File: src/router_params.svh
`ifndef ROUTER_PARAMS_SVH
`define ROUTER_PARAMS_SVH

//////////////////////////////
// Bus side widths
//////////////////////////////

`define ROUTER_ADDR_W        32
`define ROUTER_DATA_W        32

//////////////////////////////
// Target side widths
//////////////////////////////

`define ROUTER_WORD_ADDR_W   12
`define ROUTER_REG_ADDR_W    3
`define ROUTER_WBEN_W        4

// Region select bits of haddr
`define ROUTER_REG_BIT       15
`define ROUTER_DATA_BIT      14

// Only this htrans code opens an access
`define ROUTER_HTRANS_NONSEQ 2'b10

`endif

File: src/bus_pkg.sv
`default_nettype none

`include "router_params.svh"

package bus_pkg;

    typedef logic [`ROUTER_ADDR_W-1:0] haddr_t;
    typedef logic [`ROUTER_DATA_W-1:0] hdata_t;

    // AHB transfer type
    typedef enum logic [1:0] {
        IDLE   = 2'b00,
        BUSY   = 2'b01,
        NONSEQ = `ROUTER_HTRANS_NONSEQ,
        SEQ    = 2'b11
    } htrans_e;

    // Codes above WORD are served as a full word
    typedef enum logic [2:0] {
        BYTE = 3'b000,
        HALF = 3'b001,
        WORD = 3'b010
    } hsize_e;

endpackage

`default_nettype wire

File: src/map_pkg.sv
`default_nettype none

`include "router_params.svh"

package map_pkg;

    // Memory region behind each target port
    typedef enum logic [1:0] {
        INST = 2'b00,
        DATA = 2'b01,
        REGS = 2'b10
    } target_e;

    // Core master that wins the next conflict
    typedef enum logic {
        MASTER_IMEM = 1'b0,
        MASTER_DMEM = 1'b1
    } master_e;

    typedef logic [`ROUTER_WORD_ADDR_W-1:0] word_addr_t;
    typedef logic [`ROUTER_REG_ADDR_W-1:0]  reg_addr_t;

    // One enable per byte lane
    typedef logic [`ROUTER_WBEN_W-1:0] wben_t;

endpackage

`default_nettype wire

File: src/bus_decoder.sv
`timescale 1ns/1ps
`default_nettype none

`include "router_params.svh"

module bus_decoder (
    input  wire bus_pkg::haddr_t     haddr,
    input  wire bus_pkg::htrans_e    htrans,
    input  wire bus_pkg::hsize_e     hsize,
    input  wire logic                hwrite,
    input  wire bus_pkg::hdata_t     hwdata,
    output logic                     req,
    output map_pkg::target_e         target,
    output map_pkg::word_addr_t      word_addr,
    output map_pkg::reg_addr_t       reg_addr,
    output map_pkg::wben_t           wben,
    output logic                     write,
    output bus_pkg::hdata_t          wdata
);

    assign req = (htrans == bus_pkg::NONSEQ);

    // Register block wins over the RAM select bit
    always_comb begin
        if (haddr[`ROUTER_REG_BIT]) begin
            target = map_pkg::REGS;
        end else if (haddr[`ROUTER_DATA_BIT]) begin
            target = map_pkg::DATA;
        end else begin
            target = map_pkg::INST;
        end
    end

    assign word_addr = haddr[`ROUTER_WORD_ADDR_W+1:2];
    assign reg_addr  = haddr[`ROUTER_REG_ADDR_W-1:0];

    //////////////////////////////
    // Byte lanes
    //////////////////////////////

    always_comb begin
        case (hsize)
            bus_pkg::BYTE: begin
                wben = map_pkg::wben_t'(1) << haddr[1:0];
            end
            bus_pkg::HALF: begin
                // Halfword sits in the low lanes only when aligned to 0
                wben = (haddr[1:0] == 2'b00) ? 4'b0011 : 4'b1100;
            end
            default: begin
                wben = '1;
            end
        endcase
    end

    assign write = hwrite;
    assign wdata = hwdata;

endmodule

`default_nettype wire

File: src/target_arbiter.sv
`timescale 1ns/1ps
`default_nettype none

module target_arbiter #(
    parameter map_pkg::target_e TARGET      = map_pkg::INST,
    parameter map_pkg::master_e FAVOR_RESET = map_pkg::MASTER_IMEM
) (
    input  wire logic                clk,
    input  wire logic                reset,
    input  wire logic                core_run,
    input  wire logic                spi_req,
    input  wire map_pkg::target_e    spi_target,
    input  wire map_pkg::word_addr_t spi_word_addr,
    input  wire map_pkg::reg_addr_t  spi_reg_addr,
    input  wire map_pkg::wben_t      spi_wben,
    input  wire logic                spi_write,
    input  wire bus_pkg::hdata_t     spi_wdata,
    input  wire logic                imem_req,
    input  wire map_pkg::target_e    imem_target,
    input  wire map_pkg::word_addr_t imem_word_addr,
    input  wire map_pkg::reg_addr_t  imem_reg_addr,
    input  wire map_pkg::wben_t      imem_wben,
    input  wire logic                imem_write,
    input  wire bus_pkg::hdata_t     imem_wdata,
    input  wire logic                dmem_req,
    input  wire map_pkg::target_e    dmem_target,
    input  wire map_pkg::word_addr_t dmem_word_addr,
    input  wire map_pkg::reg_addr_t  dmem_reg_addr,
    input  wire map_pkg::wben_t      dmem_wben,
    input  wire logic                dmem_write,
    input  wire bus_pkg::hdata_t     dmem_wdata,
    output map_pkg::word_addr_t      addr,
    output map_pkg::wben_t           wben,
    output logic                     rwn,
    output bus_pkg::hdata_t          wdata,
    output logic                     grant_imem,
    output logic                     grant_dmem,
    output logic                     lost_imem,
    output logic                     lost_dmem
);

    localparam bit IS_REGS = (TARGET == map_pkg::REGS);

    map_pkg::master_e    favor;
    map_pkg::word_addr_t spi_addr;
    map_pkg::word_addr_t imem_addr;
    map_pkg::word_addr_t dmem_addr;
    logic                spi_hit;
    logic                imem_hit;
    logic                dmem_hit;
    logic                conflict;
    logic                sel_imem;
    logic                sel_dmem;
    map_pkg::word_addr_t nxt_addr;
    map_pkg::wben_t      nxt_wben;
    logic                nxt_rwn;
    bus_pkg::hdata_t     nxt_wdata;

    // Register block is addressed by the low address bits
    assign spi_addr  = IS_REGS ? map_pkg::word_addr_t'(spi_reg_addr) : spi_word_addr;
    assign imem_addr = IS_REGS ? map_pkg::word_addr_t'(imem_reg_addr) : imem_word_addr;
    assign dmem_addr = IS_REGS ? map_pkg::word_addr_t'(dmem_reg_addr) : dmem_word_addr;

    //////////////////////////////
    // Request selection
    //////////////////////////////

    // Loader is heard only in loader mode and only for writes
    assign spi_hit  = !core_run && spi_req && spi_write && (spi_target == TARGET);
    assign imem_hit = core_run && imem_req && (imem_target == TARGET);
    assign dmem_hit = core_run && dmem_req && (dmem_target == TARGET);
    assign conflict = imem_hit && dmem_hit;

    assign sel_imem = imem_hit && (!dmem_hit || favor == map_pkg::MASTER_IMEM);
    assign sel_dmem = dmem_hit && (!imem_hit || favor == map_pkg::MASTER_DMEM);

    always_comb begin
        nxt_addr  = imem_addr;
        nxt_wdata = imem_wdata;
        nxt_wben  = '0;
        nxt_rwn   = 1'b1;
        if (spi_hit) begin
            nxt_addr  = spi_addr;
            nxt_wdata = spi_wdata;
            nxt_wben  = spi_wben;
            nxt_rwn   = 1'b0;
        end else if (sel_imem) begin
            nxt_wben = imem_wben;
            nxt_rwn  = !imem_write;
        end else if (sel_dmem) begin
            nxt_addr  = dmem_addr;
            nxt_wdata = dmem_wdata;
            nxt_wben  = dmem_wben;
            nxt_rwn   = !dmem_write;
        end
    end

    //////////////////////////////
    // Target port and grants
    //////////////////////////////

    always_ff @(posedge clk) begin
        if (reset) begin
            rwn        <= 1'b1;
            wben       <= '0;
            grant_imem <= 1'b0;
            grant_dmem <= 1'b0;
            lost_imem  <= 1'b0;
            lost_dmem  <= 1'b0;
            favor      <= FAVOR_RESET;
        end else begin
            rwn        <= nxt_rwn;
            wben       <= nxt_wben;
            grant_imem <= sel_imem;
            grant_dmem <= sel_dmem;
            lost_imem  <= conflict && !sel_imem;
            lost_dmem  <= conflict && !sel_dmem;
            if (conflict) begin
                favor <= (favor == map_pkg::MASTER_IMEM) ? map_pkg::MASTER_DMEM
                                                         : map_pkg::MASTER_IMEM;
            end
        end
    end

    always_ff @(posedge clk) begin
        addr  <= nxt_addr;
        wdata <= nxt_wdata;
    end

    assert property (@(posedge clk) disable iff (reset) !(grant_imem && grant_dmem));

    // A refused master always means the other one got the port
    assert property (@(posedge clk) disable iff (reset) lost_imem |-> grant_dmem);
    assert property (@(posedge clk) disable iff (reset) lost_dmem |-> grant_imem);

endmodule

`default_nettype wire

File: src/response_router.sv
`timescale 1ns/1ps
`default_nettype none

module response_router (
    input  wire logic            clk,
    input  wire logic            reset,
    input  wire logic            core_run,
    input  wire bus_pkg::hdata_t inst_read,
    input  wire bus_pkg::hdata_t data_read,
    input  wire bus_pkg::hdata_t reg_read,
    input  wire logic            inst_grant_imem,
    input  wire logic            inst_grant_dmem,
    input  wire logic            inst_lost_imem,
    input  wire logic            inst_lost_dmem,
    input  wire logic            data_grant_imem,
    input  wire logic            data_grant_dmem,
    input  wire logic            data_lost_imem,
    input  wire logic            data_lost_dmem,
    input  wire logic            reg_grant_imem,
    input  wire logic            reg_grant_dmem,
    input  wire logic            reg_lost_imem,
    input  wire logic            reg_lost_dmem,
    output logic                 spi_hready,
    output logic                 imem_hready,
    output logic                 dmem_hready,
    output bus_pkg::hdata_t      imem_hrdata,
    output bus_pkg::hdata_t      dmem_hrdata
);

    logic             run_q;
    logic             load_q;
    logic             imem_granted;
    logic             dmem_granted;
    map_pkg::target_e imem_src;
    map_pkg::target_e dmem_src;

    function automatic bus_pkg::hdata_t pick_read(input map_pkg::target_e src);
        case (src)
            map_pkg::INST: pick_read = inst_read;
            map_pkg::DATA: pick_read = data_read;
            default:       pick_read = reg_read;
        endcase
    endfunction

    //////////////////////////////
    // Ready levels
    //////////////////////////////

    always_ff @(posedge clk) begin
        if (reset) begin
            run_q  <= 1'b0;
            load_q <= 1'b0;
        end else begin
            run_q  <= core_run;
            load_q <= !core_run;
        end
    end

    assign spi_hready  = load_q;
    assign imem_hready = run_q && !(inst_lost_imem || data_lost_imem || reg_lost_imem);
    assign dmem_hready = run_q && !(inst_lost_dmem || data_lost_dmem || reg_lost_dmem);

    //////////////////////////////
    // Read data
    //////////////////////////////

    // Grant pulses say which target served each master this cycle
    assign imem_granted = inst_grant_imem || data_grant_imem || reg_grant_imem;
    assign dmem_granted = inst_grant_dmem || data_grant_dmem || reg_grant_dmem;

    always_comb begin
        imem_src = map_pkg::INST;
        if (data_grant_imem) begin
            imem_src = map_pkg::DATA;
        end else if (reg_grant_imem) begin
            imem_src = map_pkg::REGS;
        end
        dmem_src = map_pkg::INST;
        if (data_grant_dmem) begin
            dmem_src = map_pkg::DATA;
        end else if (reg_grant_dmem) begin
            dmem_src = map_pkg::REGS;
        end
    end

    always_ff @(posedge clk) begin
        if (imem_granted) begin
            imem_hrdata <= pick_read(imem_src);
        end
        if (dmem_granted) begin
            dmem_hrdata <= pick_read(dmem_src);
        end
    end

    // At most one core master is stalled by a conflict
    assert property (@(posedge clk) disable iff (reset)
        (core_run && $past(core_run) && !$past(reset)) |-> (imem_hready || dmem_hready));

endmodule

`default_nettype wire

File: src/mem_router.sv
`timescale 1ns/1ps
`default_nettype none

module mem_router (
    input  wire logic             clk,
    input  wire logic             reset,
    input  wire logic             core_run,
    input  wire bus_pkg::haddr_t  spi_haddr,
    input  wire bus_pkg::htrans_e spi_htrans,
    input  wire bus_pkg::hsize_e  spi_hsize,
    input  wire logic             spi_hwrite,
    input  wire bus_pkg::hdata_t  spi_hwdata,
    input  wire bus_pkg::haddr_t  imem_haddr,
    input  wire bus_pkg::htrans_e imem_htrans,
    input  wire bus_pkg::hsize_e  imem_hsize,
    input  wire logic             imem_hwrite,
    input  wire bus_pkg::hdata_t  imem_hwdata,
    input  wire bus_pkg::haddr_t  dmem_haddr,
    input  wire bus_pkg::htrans_e dmem_htrans,
    input  wire bus_pkg::hsize_e  dmem_hsize,
    input  wire logic             dmem_hwrite,
    input  wire bus_pkg::hdata_t  dmem_hwdata,
    input  wire bus_pkg::hdata_t  inst_read,
    input  wire bus_pkg::hdata_t  data_read,
    input  wire bus_pkg::hdata_t  reg_read,
    output logic                  spi_hready,
    output logic                  imem_hready,
    output logic                  dmem_hready,
    output bus_pkg::hdata_t       imem_hrdata,
    output bus_pkg::hdata_t       dmem_hrdata,
    output map_pkg::word_addr_t   inst_addr,
    output map_pkg::wben_t        inst_wben,
    output logic                  inst_rwn,
    output bus_pkg::hdata_t       inst_write,
    output map_pkg::word_addr_t   data_addr,
    output map_pkg::wben_t        data_wben,
    output logic                  data_rwn,
    output bus_pkg::hdata_t       data_write,
    output map_pkg::reg_addr_t    reg_addr,
    output map_pkg::wben_t        reg_wben,
    output logic                  reg_rwn,
    output bus_pkg::hdata_t       reg_write
);

    logic                spi_req, imem_req, dmem_req;
    map_pkg::target_e    spi_target, imem_target, dmem_target;
    map_pkg::word_addr_t spi_word_addr, imem_word_addr, dmem_word_addr;
    map_pkg::reg_addr_t  spi_reg_addr, imem_reg_addr, dmem_reg_addr;
    map_pkg::wben_t      spi_wben, imem_wben, dmem_wben;
    logic                spi_write, imem_write, dmem_write;
    bus_pkg::hdata_t     spi_wdata, imem_wdata, dmem_wdata;
    logic                inst_grant_imem, inst_grant_dmem, inst_lost_imem, inst_lost_dmem;
    logic                data_grant_imem, data_grant_dmem, data_lost_imem, data_lost_dmem;
    logic                reg_grant_imem, reg_grant_dmem, reg_lost_imem, reg_lost_dmem;
    map_pkg::word_addr_t reg_word_addr;

    //////////////////////////////
    // Decode
    //////////////////////////////

    bus_decoder u_spi_dec (
        .haddr(spi_haddr), .htrans(spi_htrans), .hsize(spi_hsize),
        .hwrite(spi_hwrite), .hwdata(spi_hwdata),
        .req(spi_req), .target(spi_target), .word_addr(spi_word_addr),
        .reg_addr(spi_reg_addr), .wben(spi_wben), .write(spi_write), .wdata(spi_wdata)
    );

    bus_decoder u_imem_dec (
        .haddr(imem_haddr), .htrans(imem_htrans), .hsize(imem_hsize),
        .hwrite(imem_hwrite), .hwdata(imem_hwdata),
        .req(imem_req), .target(imem_target), .word_addr(imem_word_addr),
        .reg_addr(imem_reg_addr), .wben(imem_wben), .write(imem_write), .wdata(imem_wdata)
    );

    bus_decoder u_dmem_dec (
        .haddr(dmem_haddr), .htrans(dmem_htrans), .hsize(dmem_hsize),
        .hwrite(dmem_hwrite), .hwdata(dmem_hwdata),
        .req(dmem_req), .target(dmem_target), .word_addr(dmem_word_addr),
        .reg_addr(dmem_reg_addr), .wben(dmem_wben), .write(dmem_write), .wdata(dmem_wdata)
    );

    //////////////////////////////
    // Per-target arbitration
    //////////////////////////////

    target_arbiter #(.TARGET(map_pkg::INST), .FAVOR_RESET(map_pkg::MASTER_IMEM)) u_inst_arb (
        .*,
        .addr(inst_addr), .wben(inst_wben), .rwn(inst_rwn), .wdata(inst_write),
        .grant_imem(inst_grant_imem), .grant_dmem(inst_grant_dmem),
        .lost_imem(inst_lost_imem), .lost_dmem(inst_lost_dmem)
    );

    target_arbiter #(.TARGET(map_pkg::DATA), .FAVOR_RESET(map_pkg::MASTER_DMEM)) u_data_arb (
        .*,
        .addr(data_addr), .wben(data_wben), .rwn(data_rwn), .wdata(data_write),
        .grant_imem(data_grant_imem), .grant_dmem(data_grant_dmem),
        .lost_imem(data_lost_imem), .lost_dmem(data_lost_dmem)
    );

    target_arbiter #(.TARGET(map_pkg::REGS), .FAVOR_RESET(map_pkg::MASTER_DMEM)) u_reg_arb (
        .*,
        .addr(reg_word_addr), .wben(reg_wben), .rwn(reg_rwn), .wdata(reg_write),
        .grant_imem(reg_grant_imem), .grant_dmem(reg_grant_dmem),
        .lost_imem(reg_lost_imem), .lost_dmem(reg_lost_dmem)
    );

    // Register arbiter carries the register address zero-extended
    assign reg_addr = reg_word_addr[$bits(map_pkg::reg_addr_t)-1:0];

    response_router u_resp (.*);

endmodule

`default_nettype wire

File: config.mk
export PLATFORM = sky130hd
export DESIGN_NAME = mem_router
export DESIGN_NICKNAME = d
export VERILOG_FILES = /design/src/bus_pkg.sv /design/src/map_pkg.sv /design/src/bus_decoder.sv /design/src/target_arbiter.sv /design/src/response_router.sv /design/src/mem_router.sv
export VERILOG_INCLUDE_DIRS = /design/src
export SDC_FILE = /design/constraint.sdc
export NUM_CORES = 1
export LEC_CHECK = 0
export BUFFER_PORTS_ARGS = -buffer_cell sky130_fd_sc_hd__buf_2
export CAP_MARGIN = 10
export CORE_AREA = 2 2 201 203
export CTS_CLUSTER_DIAMETER = 50
export CTS_CLUSTER_SIZE = 12
export DETAILED_ROUTE_END_ITERATION = 10
export DIE_AREA = 0 0 203 205
export GPL_TIMING_DRIVEN = 0
export HOLD_SLACK_MARGIN = 0.1
export MAX_ROUTING_LAYER = met4
export PLACE_DENSITY = 0.66
export RECOVER_POWER = 100
export SETUP_SLACK_MARGIN = 0.3
export SLEW_MARGIN = 10
export SYNTH_ARGS = -nofsm -noshare
export SYNTH_HDL_FRONTEND = slang
export SYNTH_HIERARCHICAL = 1
export SYNTH_SLANG_ARGS = --single-unit
File: constraint.sdc
create_clock -name clk -period 3.59 [get_ports clk]
set_clock_uncertainty 0.2 [all_clocks]
set_input_delay 0.718 -clock clk [delete_from_list [all_inputs] [get_ports clk]]
set_output_delay 0.718 -clock clk [all_outputs]
set_load 0.005 [all_outputs]
==> Yosys cells after proc, flatten, opt, wreduce, memory -nomap -nowiden <==
Index checks and enable logic that the tools add are counted.
W data, S select, Z words.
{ "op_classes": {"n_eq_ne": 14, "shifts": 3, "muxes": 57, "bitwise_logic": 3, "n_reduce_logical": 72} }
{ "op_table": {"columns": ["op", "count"], "rows": [
  ["$mux W32", 9],
  ["$pmux W32 S2", 2],
  ["$mux W12", 6],
  ["$mux W4", 12],
  ["$logic_and A1 B1 Y1", 30],
  ["$pmux W4 S2", 3],
  ["$logic_not A1 Y1", 17],
  ["$logic_not A2 Y1", 8],
  ["$mux W1", 15],
  ["$logic_or A1 B1 Y1", 14],
  ["$mux W2", 7],
  ["$eq A2 B2 Y1 const B", 6],
  ["$shl A1 B2 Y4 const A", 3],
  ["$eq A2 B1 Y1 const B", 5],
  ["$eq A3 B1 Y1 const B", 3],
  ["$logic_not A3 Y1", 3],
  ["$mux W3", 3],
  ["$not A1 Y1", 3]
]} }
{ "totals": {"register_bits": 219, "in_bits": 309, "out_inout_bits": 205, "word_cells": 180} }

==> Longest topological paths before layout <==
Gate-level depths: netlist (run 1).
{ "logic_depth": {"depth_word": 10, "depth_mapped": 7, "mapped_depth_nobuf": 4} }

==> Hierarchy <==
The synthesis (run 1) kept the hierarchy.
{ "modules_own_cells": {"columns": ["module", "instances", "cells_per_inst", "area_per_inst_um2", "seq_area_each_um2"], "rows": [
  ["response_router", 1, 286, 3413.3, 1961.9],
  ["target_arbiter (u_inst_arb)", 1, 306, 2513.7, 1081.0],
  ["target_arbiter (u_data_arb)", 1, 307, 2497.4, 1081.0],
  ["target_arbiter (u_reg_arb)", 1, 265, 2192.1, 900.9],
  ["bus_decoder", 3, 60, 430.4, 0.0]
]} }

==> Worst setup path after synthesis (run 1) <==
OpenSTA, ideal clock, no wires.
{ "synth_path": {"path_type": "input-to-reg", "start": "in imem_htrans[1]", "end": "reg u_inst_arb.wdata[21]", "setup_time_ps": 125, "arrival_ps": 2086, "required_ps": 3265, "setup_slack_ps": 1178, "cell_stages": 7, "n_path_buf": 3, "path_cell_list": "nor2b_1 -> or4b_1 -> clkbuf_1 -> buf_6 -> buf_6 -> nand3_2 -> a31oi_1"} }
{ "synth_between": {"elab_chain_cells": 9, "elab_cells_between_ends": 10, "classes_between": "eq/ne (1); mux (3); reduce/logical (6)"} }
{ "synth_rtl": {"columns": ["item", "line", "rtl"], "rows": [
  ["start, declared", "mem_router.sv:14", "input wire bus_pkg::htrans_e imem_htrans,"],
  ["$eq A2 B2 Y1 (*)", "bus_decoder.sv:21", "assign req = (htrans == bus_pkg::NONSEQ);"],
  ["$logic_and A1 B1 Y1 (*) (2 in a row)", "target_arbiter.sv:70", "assign imem_hit = core_run && imem_req && (imem_target == TARGET);"],
  ["$logic_not A1 Y1", "target_arbiter.sv:75", "assign sel_dmem = dmem_hit && (!imem_hit || favor == map_pkg::MASTER_DMEM);"],
  ["$logic_or A1 B1 Y1", "target_arbiter.sv:75", null],
  ["$logic_and A1 B1 Y1", "target_arbiter.sv:75", null],
  ["$mux W32", "target_arbiter.sv:90", "end else if (sel_dmem) begin"],
  ["$mux W32 (*)", "target_arbiter.sv:87", "end else if (sel_imem) begin"],
  ["$mux W32 (*)", "target_arbiter.sv:82", "if (spi_hit) begin"],
  ["net u_inst_arb.nxt_wdata[21]", "target_arbiter.sv:57", "bus_pkg::hdata_t nxt_wdata;"],
  ["end signal, assigned", "target_arbiter.sv:127", "wdata <= nxt_wdata;"],
  ["end, declared", "target_arbiter.sv:35", "output bus_pkg::hdata_t wdata,"]
]} }
Mark *: on every way through the listed nets, which the timed path passes. The rest lies on a longest branch.
A chain may end at the register's enable or synchronous reset.

==> Worst setup path after layout (run 1) <==
{ "layout_path": {"start": "in spi_htrans[0]", "end": "reg u_inst_arb.wben[2]"} }
{ "layout_between": {"elab_chain_cells": 5} }
{ "layout_rtl": {"columns": ["item", "line", "rtl"], "rows": [
  ["start, declared", "mem_router.sv:9", "input wire bus_pkg::htrans_e spi_htrans,"],
  ["$eq A2 B2 Y1", "bus_decoder.sv:21", null],
  ["net spi_req", "mem_router.sv:45", "logic spi_req, imem_req, dmem_req;"],
  ["$logic_and A1 B1 Y1 (3 in a row)", "target_arbiter.sv:69", "assign spi_hit = !core_run && spi_req && spi_write && (spi_target == TARGET);"],
  ["$mux W4", "target_arbiter.sv:82", null],
  ["end signal, assigned", "target_arbiter.sv:113", "wben <= nxt_wben;"],
  ["end, declared", "target_arbiter.sv:33", "output map_pkg::wben_t wben,"]
]} }
The timed path passes the listed nets, and every way through them passes these cells.

==> metrics, run 1 <==
CP dominant cell by count clkbuf_1; setup violators final 0; launching element type of the critical path input pin; crit-path max FO 10; Register-to-Register Setup Slack 0.72 ns; max frequency 322 MHz; required time of the critical path 3.75 ns; net switching power of the design 1.82 mW; clock buffer depth 3; Internal Dissipation 5.43 mW; post-CTS setup-driven buffer insertion count 0; sinks on the clock net 219; maximum VDD drop 0.321 mV; area of the core region 0.0394 mm2; final wirelength 54.1 mm; clock period minus worst slack 3.11 ns; Starting Density 30.1%; normalized max-slew margin -7.14%; Slowest-stage cell, CP a311oi_1; clock network fraction of total power 51.6%; Boundary Pins 514; final HPWL from detailed placement 40.3 mm; DR pass1 iterations 5; sequential group share of total power 37.5%; series of cell instances along the critical path buf_2 -> nor2b_1 -> nand4bb_1 -> or2_2 -> clkbuf_1 -> clkbuf_1 -> a311oi_1; Max H-tree Level 2; DRC violation count after routing 0; areal power density over the cells 480 mW/mm2; number of warnings issued by yosys 6; largest net degree at the start of global routing 33; failing checks max-capacitance violations, max-slew violations; wire length of the first global-routing pass 77.9 mm; max-slew violation count 33; Hold Violations, Final 0; vias per std cell 5.49; clock insertion delay at the later pin of the skew report 0.54 ns; setup repair after global routing missed its margin false; die extent in x 203 um; routability congestion estimate 0.964; ANT nets after route 0; total vias in the final route 12.4k; clock slew at reported path FFs 0.05 ns; fin cells 2255; cts bufs inserted 35; Final Hold Slack 0.206 ns; Sw Ratio 25.1%; Clock Tree Root clkbuf_16; number of global-route vias before repair 12.1k; Rows 73; clock tree from TritonCTS done; type of the worst setup path input pin to flop; Buffers on Ports 330; Layout Utilization 38.3%; Worst Tran Pin Value 1.61 ns; Mapped Nets 1643; period utilization 86.5%; DP Cell Count 2190; aggregate global-route resource usage 25.8%; Hold Crit Depth 2; total negative slack 0 ns; die area 0.0416 mm2; worst min-delay path class input pin to flop; total of hold buffers inserted after clock tree synthesis 0; data arrival time of the critical path 3.27 ns; Max Cap Viol 1; combinational power share 10.9%; Synth Area per Inst 8.87 um2; synthesized instance count 1334; Critical Path Max Stage Delay 0.57 ns; worst reg-to-reg path cell count 3; number of nets at the end of the flow 2011; post-synthesis to final-layout area growth 27.5%; status finished with violations; initial detailed-routing violation count 1309; initial antenna violation count 7; cell area after technology mapping 0.0118 mm2; critical path capture point type flop; wire per inst 24.0 um; ratio of cells with drive above 1 in the final layout 26.5%; remaining global-route overflow 0; die height 205 um; number of gates resized after cts 0; leakage power 5.46 nW
-- layout make-up --
cell class	instances	area, um2
clock inverters	22	347
plain buffers	281	1720
well taps	525	657
fillers	4107	24300
diodes	3	7.51
multi-input cells	834	4930
flip-flops and latches	219	5020
repair buffers	331	1470
clock buffers	40	936
-- power by group through the flow --
stage               clock network (mW)  logic (mW)  registers (mW)
floorplan                            0       0.416            2.77
global placement                     0       0.808            2.76
detailed placement                   0       0.816            2.76
CTS                               3.83       0.820            2.71
global route                      3.93       0.850            2.72
finish                            3.74       0.789            2.72
-- critical path: cells and delay by family --
| kind | cells | cell delay [ns] |
|---|---|---|
| AND/OR/NAND/NOR | 3 | 1.30 |
| buffers and inverters | 3 | 0.67 |
| AO/OA/AOI/OAI | 1 | 0.57 |
-- stage by stage --
stage	instance area, um2	total power [mW]	setup WS (ns)
detailed placement	14200	3.58	0.0389
global route	15100	7.50	0.338
finish	15100	7.25	0.484
CTS	15500	7.37	0.599
floorplan	11800	3.19	1.18
global placement	14100	3.57	0.0493
-- cell usage in the layout, fill, tap and decap left out, types with 5 or more instances in the layout --
master / n
a311oi_1: 12
a31oi_1: 123
and4b_1: 5
buf_1: 9
buf_2: 218
buf_4: 154
buf_6: 6
bufinv_16: 7
clkbuf_1: 227
clkbuf_16: 36
dfxtp_1: 155
edfxtp_1: 64
inv_8: 5
mux2i_1: 67
nand2_1: 70
nand3_1: 139
nand3_2: 14
nand4bb_1: 5
nor2_1: 10
nor2b_1: 7
nor3_1: 140
nor4bb_1: 5
o21ai_0: 171
o21ai_1: 28
-- metal layers --
| layer | vias to the layer above | global-route usage (%) | part of all wire (%) |
|---|---|---|---|
| met5 | - | - | 0 |
| met3 | 147 | 6.41 | 10 |
| met4 | 0 | 10.1 | 3.6 |
| met1 | 5802 | 29.5 | 38 |
| met2 | 940 | 43.6 | 48 |
| li1 | 5501 | - | - |
-- state kept, by name, summed over array words and instances (netlist names), 4 cells and up --
| name | cells |
|---|---|
| u_data_arb/wdata | 32 |
| u_inst_arb/wdata | 32 |
| u_reg_arb/wdata | 32 |
| u_resp/dmem_hrdata | 32 |
| u_resp/imem_hrdata | 32 |
| u_data_arb/addr | 12 |
| u_inst_arb/addr | 12 |
| u_data_arb/wben | 4 |
| u_inst_arb/wben | 4 |
| u_reg_arb/wben | 4 |
-- final timing paths --
check / from / endpoint
worst min-delay path: reset / u_resp/spi_hready$_SDFF_PP0_
worst max-delay path: spi_htrans[0] / u_inst_arb/wben[2]$_SDFF_PP0_
worst min register to register: u_data_arb/favor$_SDFFE_PP1P_ / u_data_arb/lost_imem$_SDFF_PP0_
worst max register to register: u_reg_arb/grant_dmem$_SDFF_PP0_ / u_resp/dmem_hrdata[25]$_DFFE_PP_
Note: power is estimated with default switching activity, not from simulation.
==> inputs of run 2 (changes only) <==
- SETUP_SLACK_MARGIN: 0.3 -> 0.5
==> run 2 against run 1 <==
Against the previous run:
- the flow still finishes with violations (max-capacitance violations, max-slew violations)
- sequential share of layout area is 0.099 points lower
- global-route usage stayed put
- critical path depth is 1 higher
- die area stayed put
- clock power hardly changed
- cell count is 0.18% higher
- register-to-register slack better by 0.08 ns
- combinational power is 0.5% higher
- worst hold slack better by 0.0057 ns
- non-clock buffer count is 4 higher
- largest cell class unchanged
==> metrics, run 2 (same netlist as run 1, synthesis figures left out) <==
number of nets at the end of the flow 2015; status finished with violations; die extent in x 203 um; area of the core region 0.0394 mm2; final wirelength 54.2 mm; Layout Utilization 38.5%; clock network fraction of total power 51.6%; Buffers on Ports 330; DR pass1 iterations 5; launching element type of the critical path input pin; normalized max-slew margin -5.01%; most common cell after layout, fill and taps aside clkbuf_1; final design area excluding fillers 0.0151 mm2; Global Route met1 Usage 29.5%; met2 track utilization from global routing 43.6%; instance area after placement 0.0142 mm2; busiest metal layer after global routing met2; failing checks max-capacitance violations, max-slew violations; areal power density over the cells 479 mW/mm2; die height 205 um; post-route setup slack 0.467 ns; max frequency 320 MHz; combinational power share 10.9%; sinks on the clock net 219; ANT nets after route 0; post-synthesis to final-layout area growth 27.9%; clock buffer depth 3; largest net degree at the start of global routing 33; initial antenna violation count 7; Max Cap Viol 1; clock tree from TritonCTS done; Sw Ratio 25.1%; clock insertion delay at the later pin of the skew report 0.54 ns; total vias in the final route 12.3k; Hold Violations, Final 0; Register-to-Register Setup Slack 0.80 ns; total power after layout 7.25 mW; Rows 73; aggregate global-route resource usage 25.8%; crit-path max FO 10; data arrival time of the critical path 3.35 ns; wire per inst 24.0 um; max-slew violation count 33; Internal Dissipation 5.43 mW; Boundary Pins 514; critical path capture point type flop; Clock Tree Root clkbuf_16; pre-CTS setup slack 0.0389 ns; commonest cells after routing, fill and taps aside clkbuf_1, buf_2, o21ai_0; net switching power of the design 1.82 mW; leakage power 5.49 nW; Global Route met3 Usage 6.41%; worst min-delay path class input pin to flop; Max H-tree Level 2; ratio of cells with drive above 1 in the final layout 26.7%; period utilization 87.0%; cts bufs inserted 35; vias per std cell 5.45; Starting Density 30.1%; initial detailed-routing violation count 1333; setup repair after global routing missed its margin false; total negative slack 0 ns; die area 0.0416 mm2; wire length of the first global-routing pass 77.9 mm; remaining global-route overflow 0; setup violators final 0; final HPWL from detailed placement 40.3 mm; number of global-route vias before repair 12.1k; DRC violation count after routing 0; required time of the critical path 3.82 ns; type of the worst setup path input pin to flop; maximum VDD drop 0.320 mV; clock slew at reported path FFs 0.05 ns; sequential group share of total power 37.5%; Worst Tran Pin Value 1.58 ns; routability congestion estimate 0.964; clock period minus worst slack 3.12 ns
run 2: timing repair:
action                     CTS  global route
resized for setup            0             1
buffers inserted             0             4
setup endpoints to repair    0             7
hold buffers                 0             0
run 2: area by class of cell:
class,instances,area [um2]
diodes,3,7.51
plain buffers,281,1720
well taps,525,657
fillers,4105,24200
repair buffers,335,1520
clock inverters,22,347
flip-flops and latches,219,5020
multi-input cells,834,4930
clock buffers,40,936
run 2: worst paths after layout:
check,from,end,cells after the start
worst max-delay path,spi_htrans[0],u_inst_arb/wdata[25]$_DFF_P_,8
worst max register to register,u_reg_arb/grant_dmem$_SDFF_PP0_,u_resp/dmem_hrdata[0]$_DFFE_PP_,3
worst min-delay path,reset,u_resp/spi_hready$_SDFF_PP0_,2
worst min register to register,u_data_arb/favor$_SDFFE_PP1P_,u_data_arb/lost_imem$_SDFF_PP0_,1
run 2: metrics by stage:
| step | cells | hold slack, ns |
|---|---|---|
| finish | 2259 | 0.212 |
| global route | 2259 | 0.207 |
| CTS | 2252 | 0.176 |
| detailed placement | 2190 | 0.342 |
| global placement | 2189 | 0.329 |
| floorplan | 1334 | 0.281 |
run 2: critical path, stage by stage:
cell and delay [ns]:
buf_2 0.09, nor2b_1 0.54, nand4bb_1 0.36, or2_2 0.37, clkbuf_1 0.19, clkbuf_1 0.38, clkbuf_1 0.39, a31oi_1 0.30
run 2: routing by layer:
layer | wire (um) | share of wire [%]
met4 | 2170 | 4.0
met3 | 5900 | 11
met5 | 0 | 0
met2 | 26000 | 48
met1 | 20100 | 37
run 2: power by group through the flow:
stage | Combinational (mW) | Clock [mW] | Sequential (mW)
5_1_grt | 0.854 | 3.93 | 2.72
4_1_cts | 0.820 | 3.83 | 2.71
2_1_floorplan | 0.416 | 0 | 2.77
6_report | 0.793 | 3.74 | 2.72
3_3_place_gp | 0.808 | 0 | 2.76
3_5_place_dp | 0.816 | 0 | 2.76
==> inputs of run 3 (changes only) <==
- CORE_AREA: 2 2 201 203 -> 2 2 198 200
- DIE_AREA: 0 0 203 205 -> 0 0 200 202
- PLACE_DENSITY: 0.66 -> 0.61
- SYNTH_HIERARCHICAL: 1 -> unset
==> run 3 against run 2 <==
Against the previous run:
- the flow still finishes with violations (max-capacitance violations, max-slew violations)
- flip-flop and latch count did not move
- sequential share of layout area grew 4.2 points
- utilization is 3.3 points lower
- design area down 11%
- critical path type unchanged
- non-clock buffer count fell by 75
- area after synthesis shrank 18%
- global-route usage is 4.6 points lower
- clock-buffer cell count shrank 5
- largest power group unchanged
- wire length shrank 18%
- largest cell class unchanged
- cell count is 6.9% lower
- clock power fell by 15%
- first-iteration DRC count decreased by 60%
==> metrics, run 3 <==
status finished with violations; failing checks max-capacitance violations, max-slew violations; Area contributors post-synth dfxtp_1, edfxtp_1, mux2i_1, nand2_1, a31oi_1; Critical Path Max Stage Delay 0.69 ns; Max Cap Viol 2; total vias in the final route 10.2k; library cell occupying the most area in the post-synthesis netlist dfxtp_1; ANT nets after route 0; share of the yosys chip area belonging to registers 51.7%; Starting Density 25.4%; setup repair after global routing missed its margin false; normalized max-slew margin -10.7%; Rows 72; DP Cell Count 2039; Hold Crit Depth 3; initial detailed-routing violation count 538; most used standard cell by instance count after synthesis nand2_1; total negative slack 0 ns; area share of the largest cell type after synthesis 32.0%; cts bufs inserted 31; routability congestion estimate 0.888; wire length of the first global-routing pass 61.7 mm; die extent in x 200 um; final wirelength 44.3 mm; worst reg-to-reg path cell count 6; remaining global-route overflow 0; beginning of the critical path dmem_htrans[0]; Seq cells post-synth 219; Hold Violations, Final 0; delay-heaviest family, CP buffers and inverters; number of warnings issued by yosys 0; type of the worst setup path input pin to flop; Synth Area per Inst 9.17 um2; DR pass1 iterations 6; ratio of cells with drive above 1 in the final layout 23.4%; number of nets at the end of the flow 1863; synthesized instance count 1059; max frequency 336 MHz; end of the worst register-to-register path u_reg_arb.wdata[27]$_DFF_P_; Slowest-stage cell, CP a21oi_1; list of most frequent post-synthesis cells nand2_1, dfxtp_1, mux2i_1, nor2_1, a31oi_1; number of gates resized after cts 0; clock slew at reported path FFs 0.06 ns; period utilization 82.9%; sequential cell area 0.00502 mm2; crit-path max FO 10; number of global-route vias before repair 10.2k; min-delay src spi_haddr[6]; die area 0.0404 mm2; final HPWL from detailed placement 33.8 mm; fin cells 2104; clock tree from TritonCTS done; commonest cells after routing, fill and taps aside buf_2, nand2_1, clkbuf_1; sinks on the clock net 219; launching element type of the critical path input pin; setup violators final 0; Post-synth top flop dfxtp_1; clock period minus worst slack 2.97 ns; area taken by multi-input logic gates 0.00424 mm2; total of hold buffers inserted after clock tree synthesis 0; die height 202 um; Clock Tree Root clkbuf_16; most common cell after layout, fill and taps aside buf_2; post-synthesis to final-layout area growth 38.4%; clock insertion delay at the later pin of the skew report 0.57 ns; max-slew violation count 66; area of the core region 0.0383 mm2; EDFF count, synth 64; required time of the critical path 3.89 ns; reg-to-reg startpoint u_reg_arb.favor$_SDFFE_PP1P_; aggregate global-route resource usage 21.3%; Mapped Nets 1368; Register-to-Register Setup Slack 0.68 ns; leakage power 5.15 nW; areal power density over the cells 486 mW/mm2; series of cell instances along the critical path clkbuf_1 -> nand4b_1 -> a21oi_1 -> clkbuf_1 -> clkbuf_1 -> nand2_1 -> a31oi_1; worst min-delay path class input pin to flop; maximum VDD drop 0.372 mV; Max H-tree Level 1; Worst Tran Pin Value 1.66 ns; cell area after technology mapping 0.00971 mm2; clock buffer depth 3; data arrival time of the critical path 3.27 ns; Bufs and invs on worst path 3; hold worst-path end u_inst_arb.addr[4]$_DFF_P_; async set-reset flop share out of synthesis 0%; Buffers on Ports 462; initial antenna violation count 10; DRC violation count after routing 0; CP dominant cell by count clkbuf_1; count of unique library cells instantiated by Yosys 48; Boundary Pins 514; vias per std cell 4.86; post-CTS setup-driven buffer insertion count 0; largest net degree at the start of global routing 33; wire per inst 21.1 um; total power after layout 6.53 mW; number of filler cells placed in the layout 4121; critical path capture point type flop
[run 3: worst register-to-register path: stages, from the launching register on]
cell and delay [ns]:
dfxtp_1 0.40, inv_1 0.11, a21oi_1 0.63, clkbuf_1 0.69, clkbuf_1 0.50, nand2_1 0.12, a31oi_1 0.20
[run 3: worst max path at each step]
stage | slack [ns] | cells after the start | end
finish | 0.62 | 7 | u_reg_arb.wdata[27]$_DFF_P_
global route | 0.51 | 7 | u_reg_arb.wdata[27]$_DFF_P_
CTS | 0.96 | 7 | u_data_arb.wben[2]$_SDFF_PP0_
detailed placement | 0.35 | 7 | u_data_arb.wben[2]$_SDFF_PP0_
global placement | 0.37 | 7 | u_data_arb.wben[2]$_SDFF_PP0_
floorplan | 1.36 | 7 | u_inst_arb.wben[0]$_SDFF_PP0_
[run 3: area by class of cell]
type | instances | share of cell area, %
Sequential cell | 219 | 37.4
Antenna cell | 11 | 0.205
Clock inverter | 19 | 1.80
Clock buffer | 35 | 6.04
Tap cell | 518 | 4.82
Inverter | 3 | 0.0838
Buffer | 79 | 2.49
Timing Repair Buffer | 462 | 15.6
Multi-Input combinational cell | 758 | 31.6
[run 3: cells by family after synthesis]
family | count (synthesis) | synth area share [%]
flip-flops | 219 | 51.7
adder cells (fa/ha/maj) | 1 | 0.103
XOR/XNOR | 4 | 0.361
multiplexers | 110 | 11.3
AND/OR/NAND/NOR | 413 | 17.9
buffers and inverters | 82 | 4.12
AO/OA/AOI/OAI | 230 | 14.4
[run 3: per-stage QoR]
| step | hold WS, ns | utilization (%) | setup WS [ns] | instance area (um2) |
|---|---|---|---|---|
| 2_1_floorplan | 0.294 | - | 1.36 | 9710 |
| 3_3_place_gp | 0.319 | 33.1 | 0.375 | 12700 |
| 3_5_place_dp | 0.340 | 33.1 | 0.353 | 12700 |
| 4_1_cts | 0.127 | 35.9 | 0.961 | 13700 |
| 5_1_grt | 0.144 | 35.1 | 0.513 | 13400 |
| 6_report | 0.157 | 35.1 | 0.615 | 13400 |
[run 3: where the power goes]
group,internal (mW),leakage [nW],switching [mW]
Combinational,0.271,2.75,0.371
Clock,1.93,0.516,1.24
Sequential,2.68,1.88,0.0379
Total,4.88,5.15,1.65
[run 3: metal layers]
| metal | vias to the layer above | routed length, um | track usage [%] |
|---|---|---|---|
| li1 | 4729 | - | - |
| met1 | 4771 | 16200 | 22.1 |
| met2 | 616 | 21100 | 35.6 |
| met3 | 108 | 4940 | 7.02 |
| met4 | 0 | 2140 | 11.1 |
| met5 | - | 0 | - |
